File: config.mk
export PLATFORM = sky130hd
export DESIGN_NAME = edm_pulse_top
export DESIGN_NICKNAME = d
export VERILOG_FILES = /design/src/design/edm_pkg.sv /design/src/design/pulse_sequencer.sv /design/src/design/breakdown_detector.sv /design/src/design/buck_phase_gen.sv /design/src/design/gate_driver.sv /design/src/design/edm_pulse_top.sv
export SDC_FILE = /design/constraint.sdc
export NUM_CORES = 1
export LEC_CHECK = 0
export BUFFER_PORTS_ARGS = -buffer_cell sky130_fd_sc_hd__buf_2
export CAP_MARGIN = 20
export CELL_PAD_IN_SITES_DETAIL_PLACEMENT = 0
export CELL_PAD_IN_SITES_GLOBAL_PLACEMENT = 1
export CORE_ASPECT_RATIO = 0.5
export CORE_UTILIZATION = 35
export DETAILED_ROUTE_END_ITERATION = 8
export PLACE_DENSITY = 0.7
export SYNTH_ARGS = -nofsm -noshare
export SYNTH_HDL_FRONTEND = slang
export SYNTH_SLANG_ARGS = --single-unit
File: constraint.sdc
create_clock -name clk -period 4.38 [get_ports clk]
set_input_delay 0.219 -clock clk [delete_from_list [all_inputs] [get_ports clk]]
set_output_delay 0.219 -clock clk [all_outputs]
set_load 0.05 [all_outputs]
File: src/design/edm_pkg.sv
package edm_pkg;

	typedef logic signed [15:0] sample_t; // adc code, gap current or gap voltage
	typedef logic [15:0] time_us_t; // host time setting in us
	typedef logic [31:0] cycles_t; // count of 10 ns clk cycles
	typedef logic [15:0] waveform_t; // host waveform select code

	// one half-bridge, bit 1 upper mosfet, bit 0 lower mosfet
	typedef logic [1:0] half_bridge_t;

	localparam half_bridge_t HB_OFF = 2'b00; // both mosfets open
	localparam half_bridge_t HB_UP = 2'b10; // upper on, bridge tied to supply
	localparam half_bridge_t HB_DOWN = 2'b01; // lower on, freewheel / discharge

	typedef struct packed {
		half_bridge_t buck1; // buck phase 0
		half_bridge_t buck2; // buck phase 180
		half_bridge_t res1; // resistor branch, feeds open voltage while waiting
		half_bridge_t res2; // second resistor branch
		logic deion; // qoff switch, clamps the gap during off time
	} gate_cmd_t;

	typedef enum logic [1:0] {
		S_DEION, // off time, gap recovers
		S_WAIT_BREAKDOWN, // open voltage applied, waiting for the gap to fire
		S_BUCK, // interleaved buck discharge
		S_RES // resistor discharge
	} pulse_state_t;

	localparam waveform_t WAVE_RES = 16'h8000; // resistor discharge, continuous
	localparam waveform_t WAVE_BUCK_OPEN = 16'h0001; // open-loop interleaved buck

	localparam cycles_t CYCLES_PER_US = 32'd100; // 100 MHz clk
	localparam cycles_t BUCK_PERIOD = 32'd400; // 4 us switching period, 250 kHz
	localparam cycles_t BUCK_HALF = 32'd200; // phase offset of the second buck leg

	localparam gate_cmd_t GATE_IDLE = '{
		buck1: HB_OFF, buck2: HB_OFF, res1: HB_OFF, res2: HB_OFF, deion: 1'b0
	}; // everything open, used as dead time

	// interpulse, all lower mosfets on and qoff closed
	localparam gate_cmd_t GATE_DEION = '{
		buck1: HB_DOWN, buck2: HB_DOWN, res1: HB_DOWN, res2: HB_DOWN, deion: 1'b1
	};

	localparam gate_cmd_t GATE_WAIT = '{
		buck1: HB_OFF, buck2: HB_OFF, res1: HB_UP, res2: HB_OFF, deion: 1'b0
	}; // open voltage through res1, also the resistor discharge pattern

endpackage

File: src/design/pulse_sequencer.sv
`timescale 1ns/1ps

module pulse_sequencer
#(
	parameter int unsigned DEAD_TIME = 10, // cycles, both edges of the deion window
	parameter int unsigned WAIT_MAX = 10000, // longest wait for breakdown, cycles
	parameter int MAX_CURRENT = 76 // total current trip level, adc codes
)
(
	input logic clk,
	input logic rst_n,
	input logic machine_on, // host run request
	input edm_pkg::waveform_t waveform,
	input edm_pkg::time_us_t ton, // on time, us
	input edm_pkg::time_us_t toff, // off time, us
	input edm_pkg::sample_t sample_current, // one phase current
	input logic is_breakdown, // from breakdown_detector
	output edm_pkg::pulse_state_t state,
	output edm_pkg::cycles_t state_timer, // cycles spent in the current state
	output edm_pkg::cycles_t toff_cycles,
	output logic is_operation
);

	// deion window must fit two dead times
	localparam edm_pkg::cycles_t TOFF_MIN = edm_pkg::cycles_t'(2 * DEAD_TIME);

	edm_pkg::sample_t total_current; // both phases together
	logic is_overcurrent;
	edm_pkg::cycles_t ton_cycles;
	edm_pkg::cycles_t toff_scaled;
	edm_pkg::pulse_state_t next_state;
	logic off_done; // last cycle of the off time
	logic on_done; // last cycle of the pulse
	logic in_window; // still inside the breakdown window

	assign toff_scaled = edm_pkg::cycles_t'(toff) * edm_pkg::CYCLES_PER_US;
	assign off_done = (state_timer + 32'd1) >= toff_cycles; // timer reaches toff next edge
	assign on_done = (state_timer + 32'd1) >= ton_cycles;
	assign in_window = state_timer <= WAIT_MAX;

	// sample reg, overcurrent reg, operation reg, three cycles to trip
	always_ff @(posedge clk or negedge rst_n)
	begin
		if (!rst_n)
		begin
			total_current <= '0;
			is_overcurrent <= 1'b0;
			is_operation <= 1'b0;
		end
		else
		begin
			total_current <= sample_current <<< 1; // phases share the load equally
			is_overcurrent <= total_current > MAX_CURRENT;
			is_operation <= machine_on && !is_overcurrent;
		end
	end

	always_ff @(posedge clk or negedge rst_n)
	begin
		if (!rst_n)
		begin
			ton_cycles <= '0;
			toff_cycles <= TOFF_MIN;
		end
		else
		begin
			ton_cycles <= edm_pkg::cycles_t'(ton) * edm_pkg::CYCLES_PER_US; // us to cycles
			toff_cycles <= (toff_scaled < TOFF_MIN) ? TOFF_MIN : toff_scaled;
		end
	end

	always_ff @(posedge clk or negedge rst_n)
	begin
		if (!rst_n)
		begin
			state <= edm_pkg::S_DEION;
			state_timer <= '0;
		end
		else
		begin
			state <= next_state;
			if (next_state != state)
				state_timer <= '0; // every state starts counting at zero
			else
				state_timer <= state_timer + 32'd1;
		end
	end

	always_comb
	begin
		next_state = state;
		case (state)
			edm_pkg::S_DEION:
			begin
				if (off_done && is_operation)
					next_state = edm_pkg::S_WAIT_BREAKDOWN; // hold off time while stopped
			end
			edm_pkg::S_WAIT_BREAKDOWN:
			begin
				if (!is_operation)
					next_state = edm_pkg::S_DEION; // stop or overcurrent
				else if (is_breakdown && in_window)
				begin
					if (waveform == edm_pkg::WAVE_BUCK_OPEN)
						next_state = edm_pkg::S_BUCK;
					else if (waveform == edm_pkg::WAVE_RES)
						next_state = edm_pkg::S_RES;
					else
						next_state = edm_pkg::S_DEION; // unsupported code, no pulse
				end
				else if (!in_window)
					next_state = edm_pkg::S_DEION; // timeout, late breakdown counts too
			end
			edm_pkg::S_BUCK:
			begin
				if (on_done)
					next_state = edm_pkg::S_DEION;
			end
			edm_pkg::S_RES:
			begin
				if (on_done || !is_operation)
					next_state = edm_pkg::S_DEION;
			end
			default:
				next_state = edm_pkg::S_DEION;
		endcase
	end

	// every 2-bit code is a state, so only an unknown value leaves the enum
	a_state_legal: assert property (@(posedge clk) disable iff (!rst_n)
		!$isunknown(state));

endmodule

File: src/design/breakdown_detector.sv
`timescale 1ns/1ps

module breakdown_detector
#(
	parameter int BRK_CUR = 10, // gap current must rise above this
	parameter int BRK_VOL = 40, // gap voltage must fall below this
	parameter int unsigned BRK_TIME = 10 // consecutive qualifying cycles
)
(
	input logic clk,
	input logic rst_n,
	input edm_pkg::pulse_state_t state,
	input edm_pkg::sample_t sample_current,
	input edm_pkg::sample_t sample_voltage,
	output logic is_breakdown
);

	localparam int unsigned CNT_W = $clog2(BRK_TIME + 1);
	localparam logic [CNT_W-1:0] CNT_LAST = CNT_W'(BRK_TIME - 1);

	logic [CNT_W-1:0] qual_cnt; // cycles the gap has looked fired
	logic brk_hit; // sticky until the wait ends
	logic waiting;
	logic gap_cond; // current flowing and voltage collapsed

	assign waiting = state == edm_pkg::S_WAIT_BREAKDOWN;
	assign gap_cond = (sample_current > BRK_CUR) && (sample_voltage < BRK_VOL);
	assign is_breakdown = brk_hit && waiting; // drops with the state, no extra cycle

	always_ff @(posedge clk or negedge rst_n)
	begin
		if (!rst_n)
		begin
			qual_cnt <= '0;
			brk_hit <= 1'b0;
		end
		else if (!waiting)
		begin
			qual_cnt <= '0; // fresh qualification on every wait
			brk_hit <= 1'b0;
		end
		else if (!brk_hit)
		begin
			if (!gap_cond)
				qual_cnt <= '0; // noise spike, start over
			else if (qual_cnt == CNT_LAST)
				brk_hit <= 1'b1;
			else
				qual_cnt <= qual_cnt + 1'b1;
		end
	end

endmodule

File: src/design/buck_phase_gen.sv
`timescale 1ns/1ps

module buck_phase_gen
#(
	parameter int unsigned DEAD_TIME = 10, // cycles around each upper mosfet pulse
	parameter int unsigned CHARGE_TIME = 80 // inductor charging time per period, cycles
)
(
	input logic clk,
	input logic rst_n,
	input edm_pkg::pulse_state_t state,
	output edm_pkg::gate_cmd_t buck_pat // buck1/buck2 only, rest idle
);

	localparam edm_pkg::cycles_t UP_START = edm_pkg::cycles_t'(DEAD_TIME);
	localparam edm_pkg::cycles_t UP_END = edm_pkg::cycles_t'(DEAD_TIME + CHARGE_TIME);
	// end of the switching pattern, also where phase 180 parks
	localparam edm_pkg::cycles_t PAT_END = edm_pkg::cycles_t'(2 * DEAD_TIME + CHARGE_TIME);

	edm_pkg::cycles_t timer_0; // phase 0 position in the period
	edm_pkg::cycles_t timer_180; // phase 180 position, restarted half a period later
	logic in_buck;

	// off, charge, off, freewheel
	function automatic edm_pkg::half_bridge_t phase_pattern(edm_pkg::cycles_t t);
		if (t < UP_START)
			return edm_pkg::HB_OFF; // lower mosfet turning off
		else if (t < UP_END)
			return edm_pkg::HB_UP; // charge inductor
		else if (t < PAT_END)
			return edm_pkg::HB_OFF; // upper mosfet turning off
		else
			return edm_pkg::HB_DOWN; // inductor discharges into the gap
	endfunction

	assign in_buck = state == edm_pkg::S_BUCK;

	always_ff @(posedge clk or negedge rst_n)
	begin
		if (!rst_n)
			timer_0 <= '0;
		else if (!in_buck)
			timer_0 <= '0; // first period starts with the pulse
		else if (timer_0 == edm_pkg::BUCK_PERIOD - 32'd1)
			timer_0 <= '0;
		else
			timer_0 <= timer_0 + 32'd1;
	end

	always_ff @(posedge clk or negedge rst_n)
	begin
		if (!rst_n)
			timer_180 <= PAT_END;
		else if (!in_buck)
			timer_180 <= PAT_END; // parked in freewheel until its first start
		else if (timer_0 == edm_pkg::BUCK_HALF - 32'd1)
			timer_180 <= '0; // locked to phase 0, 180 degrees later
		else if (timer_180 < PAT_END)
			timer_180 <= timer_180 + 32'd1; // stops once the pattern is done
	end

	always_comb
	begin
		buck_pat = edm_pkg::GATE_IDLE;
		buck_pat.buck1 = phase_pattern(timer_0);
		buck_pat.buck2 = phase_pattern(timer_180);
	end

	// phase 180 must finish its pulse before phase 0 wraps
	a_pattern_fits: assert property (@(posedge clk) PAT_END < edm_pkg::BUCK_HALF);

endmodule

File: src/design/gate_driver.sv
`timescale 1ns/1ps

module gate_driver
#(
	parameter int unsigned DEAD_TIME = 10 // all-open cycles around the deion window
)
(
	input logic clk,
	input logic rst_n,
	input edm_pkg::pulse_state_t state,
	input edm_pkg::cycles_t state_timer,
	input edm_pkg::cycles_t toff_cycles,
	input edm_pkg::gate_cmd_t buck_pat,
	output edm_pkg::gate_cmd_t gate // registered mosfet commands
);

	edm_pkg::gate_cmd_t gate_next;
	edm_pkg::cycles_t deion_end; // deion window closes here

	function automatic logic any_short(edm_pkg::gate_cmd_t g);
		return (g.buck1 == 2'b11) || (g.buck2 == 2'b11) || (g.res1 == 2'b11) || (g.res2 == 2'b11);
	endfunction

	// up to down or down to up without passing through off
	function automatic logic hard_switch(edm_pkg::half_bridge_t a, edm_pkg::half_bridge_t b);
		return ((a == edm_pkg::HB_UP) && (b == edm_pkg::HB_DOWN))
			|| ((a == edm_pkg::HB_DOWN) && (b == edm_pkg::HB_UP));
	endfunction

	assign deion_end = toff_cycles - DEAD_TIME; // toff_cycles holds at least two dead times

	always_comb
	begin
		gate_next = edm_pkg::GATE_IDLE;
		case (state)
			edm_pkg::S_DEION:
			begin
				if ((state_timer >= DEAD_TIME) && (state_timer < deion_end))
					gate_next = edm_pkg::GATE_DEION; // open before and after, dead time
			end
			edm_pkg::S_WAIT_BREAKDOWN, edm_pkg::S_RES:
				gate_next = edm_pkg::GATE_WAIT; // res1 up, same pattern waits and discharges
			edm_pkg::S_BUCK:
			begin
				gate_next.buck1 = buck_pat.buck1;
				gate_next.buck2 = buck_pat.buck2;
			end
			default:
				gate_next = edm_pkg::GATE_IDLE;
		endcase
	end

	always_ff @(posedge clk or negedge rst_n)
	begin
		if (!rst_n)
			gate <= edm_pkg::GATE_IDLE;
		else
			gate <= gate_next; // one cycle behind state and timer
	end

	a_no_short: assert property (@(posedge clk) disable iff (!rst_n) !any_short(gate));

	a_dead_time: assert property (@(posedge clk) disable iff (!rst_n)
		!(hard_switch($past(gate.buck1), gate.buck1) || hard_switch($past(gate.buck2), gate.buck2)
		|| hard_switch($past(gate.res1), gate.res1) || hard_switch($past(gate.res2), gate.res2)));

endmodule

File: src/design/edm_pulse_top.sv
`timescale 1ns/1ps

module edm_pulse_top
#(
	parameter int unsigned DEAD_TIME = 10, // 100 ns
	parameter int unsigned WAIT_MAX = 10000, // 100 us
	parameter int MAX_CURRENT = 76, // total current trip, adc codes
	parameter int BRK_CUR = 10,
	parameter int BRK_VOL = 40,
	parameter int unsigned BRK_TIME = 10, // 100 ns qualification
	parameter int unsigned CHARGE_TIME = 80 // 800 ns inductor charge
)
(
	input logic clk, // 100 MHz
	input logic rst_n,
	input logic machine_on,
	input edm_pkg::waveform_t waveform,
	input edm_pkg::time_us_t ton,
	input edm_pkg::time_us_t toff,
	input edm_pkg::sample_t sample_current,
	input edm_pkg::sample_t sample_voltage,
	output edm_pkg::gate_cmd_t gate,
	output logic is_operation,
	output logic is_breakdown
);

	edm_pkg::pulse_state_t state;
	edm_pkg::cycles_t state_timer;
	edm_pkg::cycles_t toff_cycles;
	edm_pkg::gate_cmd_t buck_pat; // buck fields only

	pulse_sequencer #(.DEAD_TIME(DEAD_TIME), .WAIT_MAX(WAIT_MAX), .MAX_CURRENT(MAX_CURRENT))
	u_seq (
		.clk(clk),
		.rst_n(rst_n),
		.machine_on(machine_on),
		.waveform(waveform),
		.ton(ton),
		.toff(toff),
		.sample_current(sample_current),
		.is_breakdown(is_breakdown),
		.state(state),
		.state_timer(state_timer),
		.toff_cycles(toff_cycles),
		.is_operation(is_operation)
	);

	breakdown_detector #(.BRK_CUR(BRK_CUR), .BRK_VOL(BRK_VOL), .BRK_TIME(BRK_TIME))
	u_brk (
		.clk(clk),
		.rst_n(rst_n),
		.state(state),
		.sample_current(sample_current),
		.sample_voltage(sample_voltage),
		.is_breakdown(is_breakdown)
	);

	buck_phase_gen #(.DEAD_TIME(DEAD_TIME), .CHARGE_TIME(CHARGE_TIME))
	u_buck (
		.clk(clk),
		.rst_n(rst_n),
		.state(state),
		.buck_pat(buck_pat)
	);

	gate_driver #(.DEAD_TIME(DEAD_TIME))
	u_gate (
		.clk(clk),
		.rst_n(rst_n),
		.state(state),
		.state_timer(state_timer),
		.toff_cycles(toff_cycles),
		.buck_pat(buck_pat),
		.gate(gate)
	);

endmodule

After elaboration in Yosys (flattened, before gate mapping)
Index checks and enable logic that the tools add are counted.

Latch bits: 0. Memories: 0. ROM bits: 0. Bits in registers: 182. Input port bits: 83. Bits in writable memories: 0. Output and inout bits: 11. Logic and storage cells: 95.

Add/subtract/negate cells: 5. $mul: 2. Mux-type cells: 33. Eq/ne operators: 12. Div/mod/pow operators: 0. Bitwise logic cells: 0. Reduce and logical (&&, ||, !) cells: 12. Magnitude comparators: 15. Shifts and indexed selects: 0.

Operators by type and width (count): $mux W32 (6); $lt A32 B7 Y1 const B (4); $add A32 B1 Y32 const B (3); $lt A32 B4 Y1 const B (2); $mul A16 B5 Y21 const B (2); $eq A32 B8 Y1 const B (1); $eq A32 B9 Y1 const B (1); $ge A32 B23 Y1 (1); $ge A32 B32 Y1 (1); $ge A32 B4 Y1 const B (1); $le A32 B14 Y1 const B (1); $lt A32 B32 Y1 (1); $sub A32 B4 Y32 const B (1); $mux W2 (12); $lt A23 B5 Y1 const B (1); $mux W23 (1); $eq A16 B1 Y1 const B (1); $eq A16 B16 Y1 const B (1); $gt A16 B5 Y1 const B (1); $gt A16 B8 Y1 const B (1); $lt A16 B7 Y1 const B (1); $mux W4 (4); $pmux W4 S3 (1); $pmux W5 S2 (1); other kinds (16) (29).

Longest topological paths before layout
Gate-level depths: netlist of run 1.

Depth in word-level cells: 8. Depth in mapped cells: 17.

Modules after synthesis
From an unflattened synthesis of run 1, not the netlist that was laid out.

Cells, all modules: 1415. Area total of the unflattened synthesis: 13266.5 µm².

Modules (own cells, without submodules): pulse_sequencer (instances 1, cells an instance 881, area an instance 8313.0 µm²); buck_phase_gen (instances 1, cells an instance 296, area an instance 3042.9 µm²); gate_driver (instances 1, cells an instance 191, area an instance 1531.5 µm²); breakdown_detector (instances 1, cells an instance 47, area an instance 379.1 µm²).

Worst setup path before layout of run 1
OpenSTA, ideal clock, no wires.

Kind: flip-flop to flip-flop. Start point: reg u_seq.toff_cycles[6]. End point: reg, netlist name u_gate.gate[5]. Cell stages (with the launch flop): 16. Setup time: 0.087 ns. Buffers on the path: 0. Arrival time: 4.018 ns. Data required time: 4.293 ns. Path slack: 0.275 ns. Path through: dfrtp_1 -> nor4_1 -> nand2_1 -> nor4_1 -> nand3_1 -> nor4_1 -> nand3_1 -> ha_1 -> a21o_1 -> a21o_1 -> a21o_1 -> a21o_1 -> a211oi_1 -> o211ai_1 -> a2111o_1 -> o211ai_1.

RTL lines: from (decl) (line pulse_sequencer.sv:20) `output edm_pkg::cycles_t toff_cycles,`; from (signal assigned) (line pulse_sequencer.sv:68) `toff_cycles <= (toff_scaled < TOFF_MIN) ? TOFF_MIN : toff_scaled;`.

==> impl_results.md, run 1 <==
- Worst IR Drop VDD: 0.000272 V
- Post-Syn Area: 0.0128 mm²
- Setup TNS: 0 ns
- Buf+Inv Stages, Crit Path: 2
- Die area: 0.0374 mm²
- Cell family with most CP delay: compound AO/OA/AOI/OAI gates
- Fillers: 3485
- CP max FO: 5
- Clock Tree Root: clkbuf_16
- Seq cells post-synth: 168
- CP startpoint kind: flop
- Most numerous cell on the critical path: a21o_1
- Via count: 10202
- Relative slew margins: 40.3%
- Drt pass-1 iters: 7
- GRT overflow: 0
- Leak: 7.48 nW
- Worst Tran Pin Value: 0.895 ns
- Final HPWL DP: 22.7 mm
- Post-CTS setup buffers: 0
- Vias per cell: 5.09
- Power per standard cell area: 361 mW/mm²
- Final Net Count: 1797
- Wirelength per Cell: 14.7 µm
- Core area: 0.0360 mm²
- Final Skew: 0.0134 ns
- # clock sinks: 168
- Die H: 137 µm
- FP Rows: 49
- Synth Area in Simple Gates: 19.2%
- Pin count of the biggest net entering global routing: 92
- Outcome: complete, no violations
- Max stage delay cell, worst path: dfrtp_1
- Top_reg_cell synth: dfrtp_1
- Total CTS buffers: 17
- Final hold vios: 0
- DRC Markers: 0
- Synthesis Warnings: 0
- Synth Area in Adders: 21.5%
- I/O Buffers: 89
- Top Ports: 94
- Critical path arrival: 4.54 ns
- Max Cap Viol: 0
- CTS tree: done
- Post-synthesis mux area share: 0.312%
- GRT Total Usage: 16.4%
- CP Cell Sequence: nor4_2 -> nand2b_1 -> nor3_1 -> nand4_1 -> inv_1 -> nand2_1 -> nor3_1 -> buf_4 -> nand2_1 -> ha_1 -> a21o_1 -> a21o_1 -> a21o_1 -> a21o_1 -> a211oi_1 -> o211ai_1 -> a2111o_1 -> o211ai_1
- FFs w/ async S/R, synth: 100%
- Slew Viols, Final: 0
- Post-synthesis compound-gate area fraction: 11.6%
- Post-Synth XOR/XNOR Area: 7.65%
- Crit path time final: 4.16 ns
- Fin crit share: 95.0%
- Area Growth Syn to Fin: 15.9%
- Routability Congestion: 0.849
- Initial antenna violation count: 0
- Worst path required time: 4.75 ns
- Mean Syn Cell Area: 9.26 µm²
- Number of global-route vias before repair: 10046
- Chip width: 273 µm
- Setup crit end kind: flop
- Cells after DPL: 1950
- Post-route insts no fill: 2005
- Share of layout cells above drive strength 1: 12.2%
- CTS clk-pin slew, worst paths: 0.08 ns
- Cells after synthesis: 1384
- Syn_nets: 1674
- # setup viols final: 0
- Max stage delay on crit path: 0.44 ns
- Crit path kind: flop to flop
- Most frequent cells in the layout: 185 x inv_1, 185 x ha_1, 163 x dfrtp_1
- First-pass GRT wire length: 49.6 mm
- Initial Util: 35.6%
- CTS Buffer Depth: 2
- Fmax: 0.240 GHz
- Cell variety after synth: 74
- Antenna Nets Post-Route: 0
- Worst min path class: input port to flop
- Largest family of logic cells by synthesized area: adder cells
- Starting DRT DRC Count: 514
- Sequential-to-total area share from yosys stat: 32.8%
- Clk_lat worst skew: 0.46 ns
- Total Wirelength: 29.5 mm
- H-tree levels: 4
- Number of flops mapped to enable cells by yosys: 0
[report_power, final]
| group | total (mW) | internal (mW) | switching [mW] | leakage [nW] |
|---|---|---|---|---|
| clock | 1.60 | 0.793 | 0.805 | 0.304 |
| combinational | 1.87 | 0.771 | 1.10 | 4.99 |
| sequential | 1.89 | 1.75 | 0.139 | 2.19 |
| total | 5.35 | 3.32 | 2.04 | 7.48 |
[final timing paths]
path	from	endpoint	depth (start not counted)	slack (ns)
worst max register to register	u_seq.toff_cycles[6]$_DFF_PN0_	u_gate.gate[5]$_DFF_PN0_	18	0.22
worst max-delay path	u_seq.toff_cycles[6]$_DFF_PN0_	u_gate.gate[5]$_DFF_PN0_	18	0.22
min in group asynchronous	rst_n	u_buck.timer_0[27]$_DFF_PN0_	2	0.39
worst min-delay path	toff[2]	u_seq.toff_cycles[4]$_DFF_PN1_	2	0.02
max in group asynchronous	rst_n	u_buck.timer_180[5]$_DFFE_PN1P_	3	2.88
worst min register to register	u_seq.total_current[15]$_DFF_PN0_	u_seq.is_overcurrent$_DFF_PN0_	1	0.43
[registers in the layout (all words and copies together), names as in the netlist]
signal                flops
u_seq.is_operation        1
u_seq.state               2
u_gate.gate               6
u_seq.toff_cycles        21
u_brk.qual_cnt            4
u_brk.brk_hit             1
u_seq.is_overcurrent      1
u_seq.total_current      15
u_buck.timer_0           32
u_seq.state_timer        32
u_seq.ton_cycles         21
u_buck.timer_180         32
[per-stage QoR]
stage	power [mW]	util [%]	hold slack [ns]	area (µm²)	setup WS (ns)
6_report	5.35	41.3	0.0221	14900	0.220
5_1_grt	5.78	41.3	0.0339	14800	-0.0655
4_1_cts	5.42	41.1	0.00211	14800	0.0343
3_5_place_dp	3.78	38.8	0.343	14000	0.110
3_3_place_gp	3.73	38.8	0.344	14000	0.292
2_1_floorplan	3.27	-	-0.0766	12800	0.275
[area by class of cell]
class / instances / area (µm²) / area share [%]
clock inverter: 15 / 206 / 1.39
clock buffer: 17 / 425 / 2.86
tap: 484 / 606 / 4.08
timing repair buffer: 145 / 967 / 6.51
inverter: 186 / 698 / 4.70
sequential: 168 / 4210 / 28.3
multi-input combinational: 989 / 7740 / 52.1
antenna: 1 / 2.50 / 0.0168
[per-layer routing]
metal / wire (µm) / track usage (%) / vias up
met5: 0 / 0 / -
met4: 306 / 3.90 / 0
met3: 853 / 2.81 / 22
met2: 13900 / 27.3 / 149
met1: 14400 / 22.3 / 4956
li1: - / - / 5075
[cell usage after synthesis, types with 3 or more instances]
cell type	count	area (µm²)
o21bai_1	5	37.5
nand3_1	41	205
and4_1	12	105
nand3b_1	8	60.1
clkbuf_1	27	101
dfstp_2	5	131
nor4_1	28	175
a31o_2	4	35.0
or4_1	4	30.0
o21a_1	3	22.5
mux2i_1	4	40.0
o311a_1	3	30.0
dfrtp_1	163	4080
nor2b_1	7	43.8
o211ai_1	20	150
a21oi_1	39	195
nor3_1	37	185
xnor2_1	71	622
or3_1	4	25.0
and3_1	22	138
xor2_1	41	359
buf_4	5	37.5
a211oi_1	9	67.6
buf_2	7	35.0
and2_1	32	200
a31oi_1	10	62.6
nor4b_2	4	60.1
inv_1	185	694
fa_1	22	440
nand2_1	77	289
nor4b_1	7	61.3
o21ai_0	35	175
nand4_1	21	131
a21o_1	22	165
nand2b_1	7	43.8
or2_1	3	18.8
nand4b_1	4	35.0
nor3b_1	12	90.1
o2111ai_1	13	114
nor2_1	104	390
ha_1	185	2310
o31ai_1	6	45.0
o21ai_1	24	120
[cells by family (layout without fill, tap and decap cells)]
kind of cell             count (synthesis)  in the layout
other                                    1              2
XOR/XNOR                               112            112
flip-flops                             168            168
AO/OA/AOI/OAI                          219            219
adder cells (fa/ha/maj)                207            207
AND/OR/NAND/NOR                        446            446
multiplexers                             4              4
buffers and inverters                  227            363
[timing repair]
item,in CTS,in global routing
setup endpoints to repair,0,36
hold buffers,20,0
resized for setup,0,4
endpoints found under the hold margin,105,0
(Power assumes the default switching activity.)
==> run 2: changes to the inputs <==
--- a/config.mk
+++ b/config.mk
@@ -5,6 +5,7 @@
 export SDC_FILE = /design/constraint.sdc
 export NUM_CORES = 1
 export LEC_CHECK = 0
+export ABC_AREA = 1
 export BUFFER_PORTS_ARGS = -buffer_cell sky130_fd_sc_hd__buf_2
 export CAP_MARGIN = 20
 export CELL_PAD_IN_SITES_DETAIL_PLACEMENT = 0
@@ -12,7 +13,7 @@
 export CORE_ASPECT_RATIO = 0.5
 export CORE_UTILIZATION = 35
 export DETAILED_ROUTE_END_ITERATION = 8
-export PLACE_DENSITY = 0.7
+export PLACE_DENSITY = 0.72
 export SYNTH_ARGS = -nofsm -noshare
 export SYNTH_HDL_FRONTEND = slang
 export SYNTH_SLANG_ARGS = --single-unit
==> run 2 against run 1 <==
Against the previous run: synthesized cell count rose by 22%; via count rose by 7.2%; fmax rose by 6.5%; clock power fell by 4%; register-to-register slack improved by 0.26 ns; combinational power fell by 8%; clock skew rose by 0.0029 ns; largest cell class unchanged; largest power group unchanged; highest routed layer unchanged.
==> impl_results.md, run 2 <==
- DRC Markers: 0
- Clock power share: 29.8%
- Max Cap Viol: 0
- Total Wirelength: 31.4 mm
- Synth top area cells: dfrtp_1 30%, ha_1 17%, inv_1 9.6%
- Number of global-route vias before repair: 10727
- Pin count of the biggest net entering global routing: 102
- Die area: 0.0391 mm²
- Post-DP Area: 0.0145 mm²
- H-tree levels: 4
- Die H: 140 µm
- Switching Share: 38.6%
- CTS clk-pin slew, worst paths: 0.08 ns
- Number of flops mapped to enable cells by yosys: 0
- CTS Buffer Depth: 2
- Share of layout cells above drive strength 1: 11.7%
- Relative slew margins: 33.5%
- Clock Tree Root: clkbuf_16
- Wirelength per Cell: 13.5 µm
- Most frequent cells in the layout: 342 x inv_1, 249 x nand2_1, 185 x ha_1
- Net Switching: 1.98 mW
- Total CTS buffers: 17
- Final HPWL DP: 25.1 mm
- Cells after synthesis: 1691
- Initial Util: 35.7%
- Post-synth top area share: 30.5%
- Outcome: complete, no violations
- Mean Syn Cell Area: 7.92 µm²
- Gate power share: 33.5%
- Power per standard cell area: 335 mW/mm²
- Chip width: 279 µm
- Fillers: 3922
- Sequential share of power: 36.7%
- Hold path startpoint: ton[3]
- # setup viols final: 0
- FP Rows: 50
- Initial antenna violation count: 0
- Top_reg_cell synth: dfrtp_1
- Final Cell Area: 0.0153 mm²
- I/O Buffers: 89
- Fin crit share: 89.2%
- CP startpoint kind: flop
- Post-cts sizing count: 0
- Post-Syn Area: 0.0134 mm²
- Final Net Count: 2109
- Power Internal: 3.15 mW
- Vias per cell: 4.70
- Routability Congestion: 0.825
- Ant diodes: 0
- GRT Total Usage: 16.9%
- Buf+Inv Stages, Crit Path: 3
- Worst Tran Pin Value: 0.998 ns
- Drt pass-1 iters: 5
- Slew Viols, Final: 0
- Top Ports: 94
- Antenna Nets Post-Route: 0
- Max stage delay cell, worst path: dfrtp_1
- CP max FO: 12
- FFs w/ async S/R, synth: 100%
- Pwr Total: 5.12 mW
- Top cells by count, synth: 342 x inv_1, 249 x nand2_1, 185 x ha_1
- Fmax: 0.256 GHz
- Crit path time final: 3.91 ns
- Clk_lat worst skew: 0.46 ns
- Top flop regs: u_buck.timer_0: 32 flops, u_buck.timer_180: 32 flops, u_seq.state_timer: 32 flops
- Synthesis Warnings: 0
- Max stage delay on crit path: 0.47 ns
- Cell family with most CP delay: simple AND/OR/NAND/NOR gates
- Unrepaired setup endpoints after global routing: no
- Worst min path class: input port to flop
- Syn_nets: 1981
- # clock sinks: 168
- Commonest non-fill, non-tap cell in the layout: inv_1
- Cell variety after synth: 51
- CTS tree: done
- Worst IR Drop VDD: 0.000180 V
- Leak: 7.86 nW
- Starting DRT DRC Count: 544
- Final hold vios: 0
- Critical path arrival: 4.24 ns
- First-pass GRT wire length: 53.1 mm
- Area leader, netlist: dfrtp_1
- Seq cells post-synth: 168
- Via count: 10935
- Sequential-to-total area share from yosys stat: 31.5%
- Cell with the most instances after synthesis: inv_1
- GRT overflow: 0
- Worst path required time: 4.72 ns
- Setup crit end kind: flop
- Setup TNS: 0 ns
- Most numerous cell on the critical path: nand2_1
- Crit path from: u_seq.state_timer[0]$_DFF_PN0_
- Post-CTS setup buffers: 0
- Core area: 0.0375 mm²
- Area Growth Syn to Fin: 14.1%
- Reg2reg start: u_seq.state_timer[0]$_DFF_PN0_
- Crit path kind: flop to flop
- CP Cell Sequence: nand2_1 -> nor2_2 -> inv_1 -> nor2_1 -> and3_1 -> xor2_1 -> inv_1 -> ha_1 -> nand2_1 -> nor2_1 -> nand2_1 -> nor2_1 -> nor2_1 -> nand3_1 -> nand2_1 -> nand2_1 -> nand2_1 -> nand2_1 -> nand2_1 -> nand3_1 -> nand2_2 -> o21bai_4 -> buf_4 -> nor3_2
- Final Skew: 0.0163 ns
- Hold buffer count at cts: 22
## run 2: final timing paths
check	slack, ns	cells past startpoint	to
setup reg to reg	0.47	24	u_seq.state_timer[26]$_DFF_PN0_
hold / removal	0.03	2	u_seq.ton_cycles[5]$_DFF_PN0_
min in group asynchronous	0.37	2	u_seq.total_current[8]$_DFF_PN0_
hold reg to reg	0.39	1	u_seq.is_operation$_DFF_PN0_
max in group asynchronous	2.93	3	u_buck.timer_180[2]$_DFFE_PN1P_
setup / recovery	0.47	24	u_seq.state_timer[26]$_DFF_PN0_
## run 2: cell families (layout without fill, tap and decap cells)
logic type	Yosys count	after routing	share of synthesized area, %
XOR/XNOR	77	77	5.04
other	1	1	0.0280
AND/OR/NAND/NOR	705	705	25.1
flip-flops	168	168	31.5
buffers and inverters	363	504	10.6
AO/OA/AOI/OAI	170	170	7.17
adder cells (fa/ha/maj)	207	207	20.6
## run 2: per-stage QoR
stage	hold slack, ns	setup slack [ns]	std cells	util, %
2_1_floorplan	-0.0766	1.32	1691	-
3_3_place_gp	0.343	0.482	2272	38.6
3_5_place_dp	0.342	0.478	2272	38.6
4_1_cts	0.00716	0.415	2326	40.7
5_1_grt	0.0250	0.0212	2326	40.7
6_report	0.0316	0.475	2326	40.7
## run 2: layout make-up
cell class	count	area, µm²	share of cell area [%]
Clock inverter	15	144	0.942
Tap cell	494	618	4.05
Timing Repair Buffer	126	822	5.38
Inverter	346	1300	8.50
Sequential cell	168	4210	27.6
Multi-Input combinational cell	1160	7760	50.8
Clock buffer	17	425	2.79
## run 2: power by group through the flow
| stage | clock, mW | combinational, mW | sequential (mW) |
|---|---|---|---|
| 6_report | 1.53 | 1.72 | 1.88 |
| 5_1_grt | 1.64 | 2.01 | 1.91 |
| 4_1_cts | 1.58 | 1.75 | 1.88 |
| 3_5_place_dp | 0 | 1.72 | 1.91 |
| 3_3_place_gp | 0 | 1.71 | 1.91 |
| 2_1_floorplan | 0 | 1.27 | 1.90 |
## run 2: routing by layer
layer	global-route usage, %	vias to the layer above	wire length [µm]
li1	-	5732	-
met1	23.5	5052	16200
met2	27.3	127	13900
met3	2.85	24	948
met4	4.11	0	333
met5	0	-	0
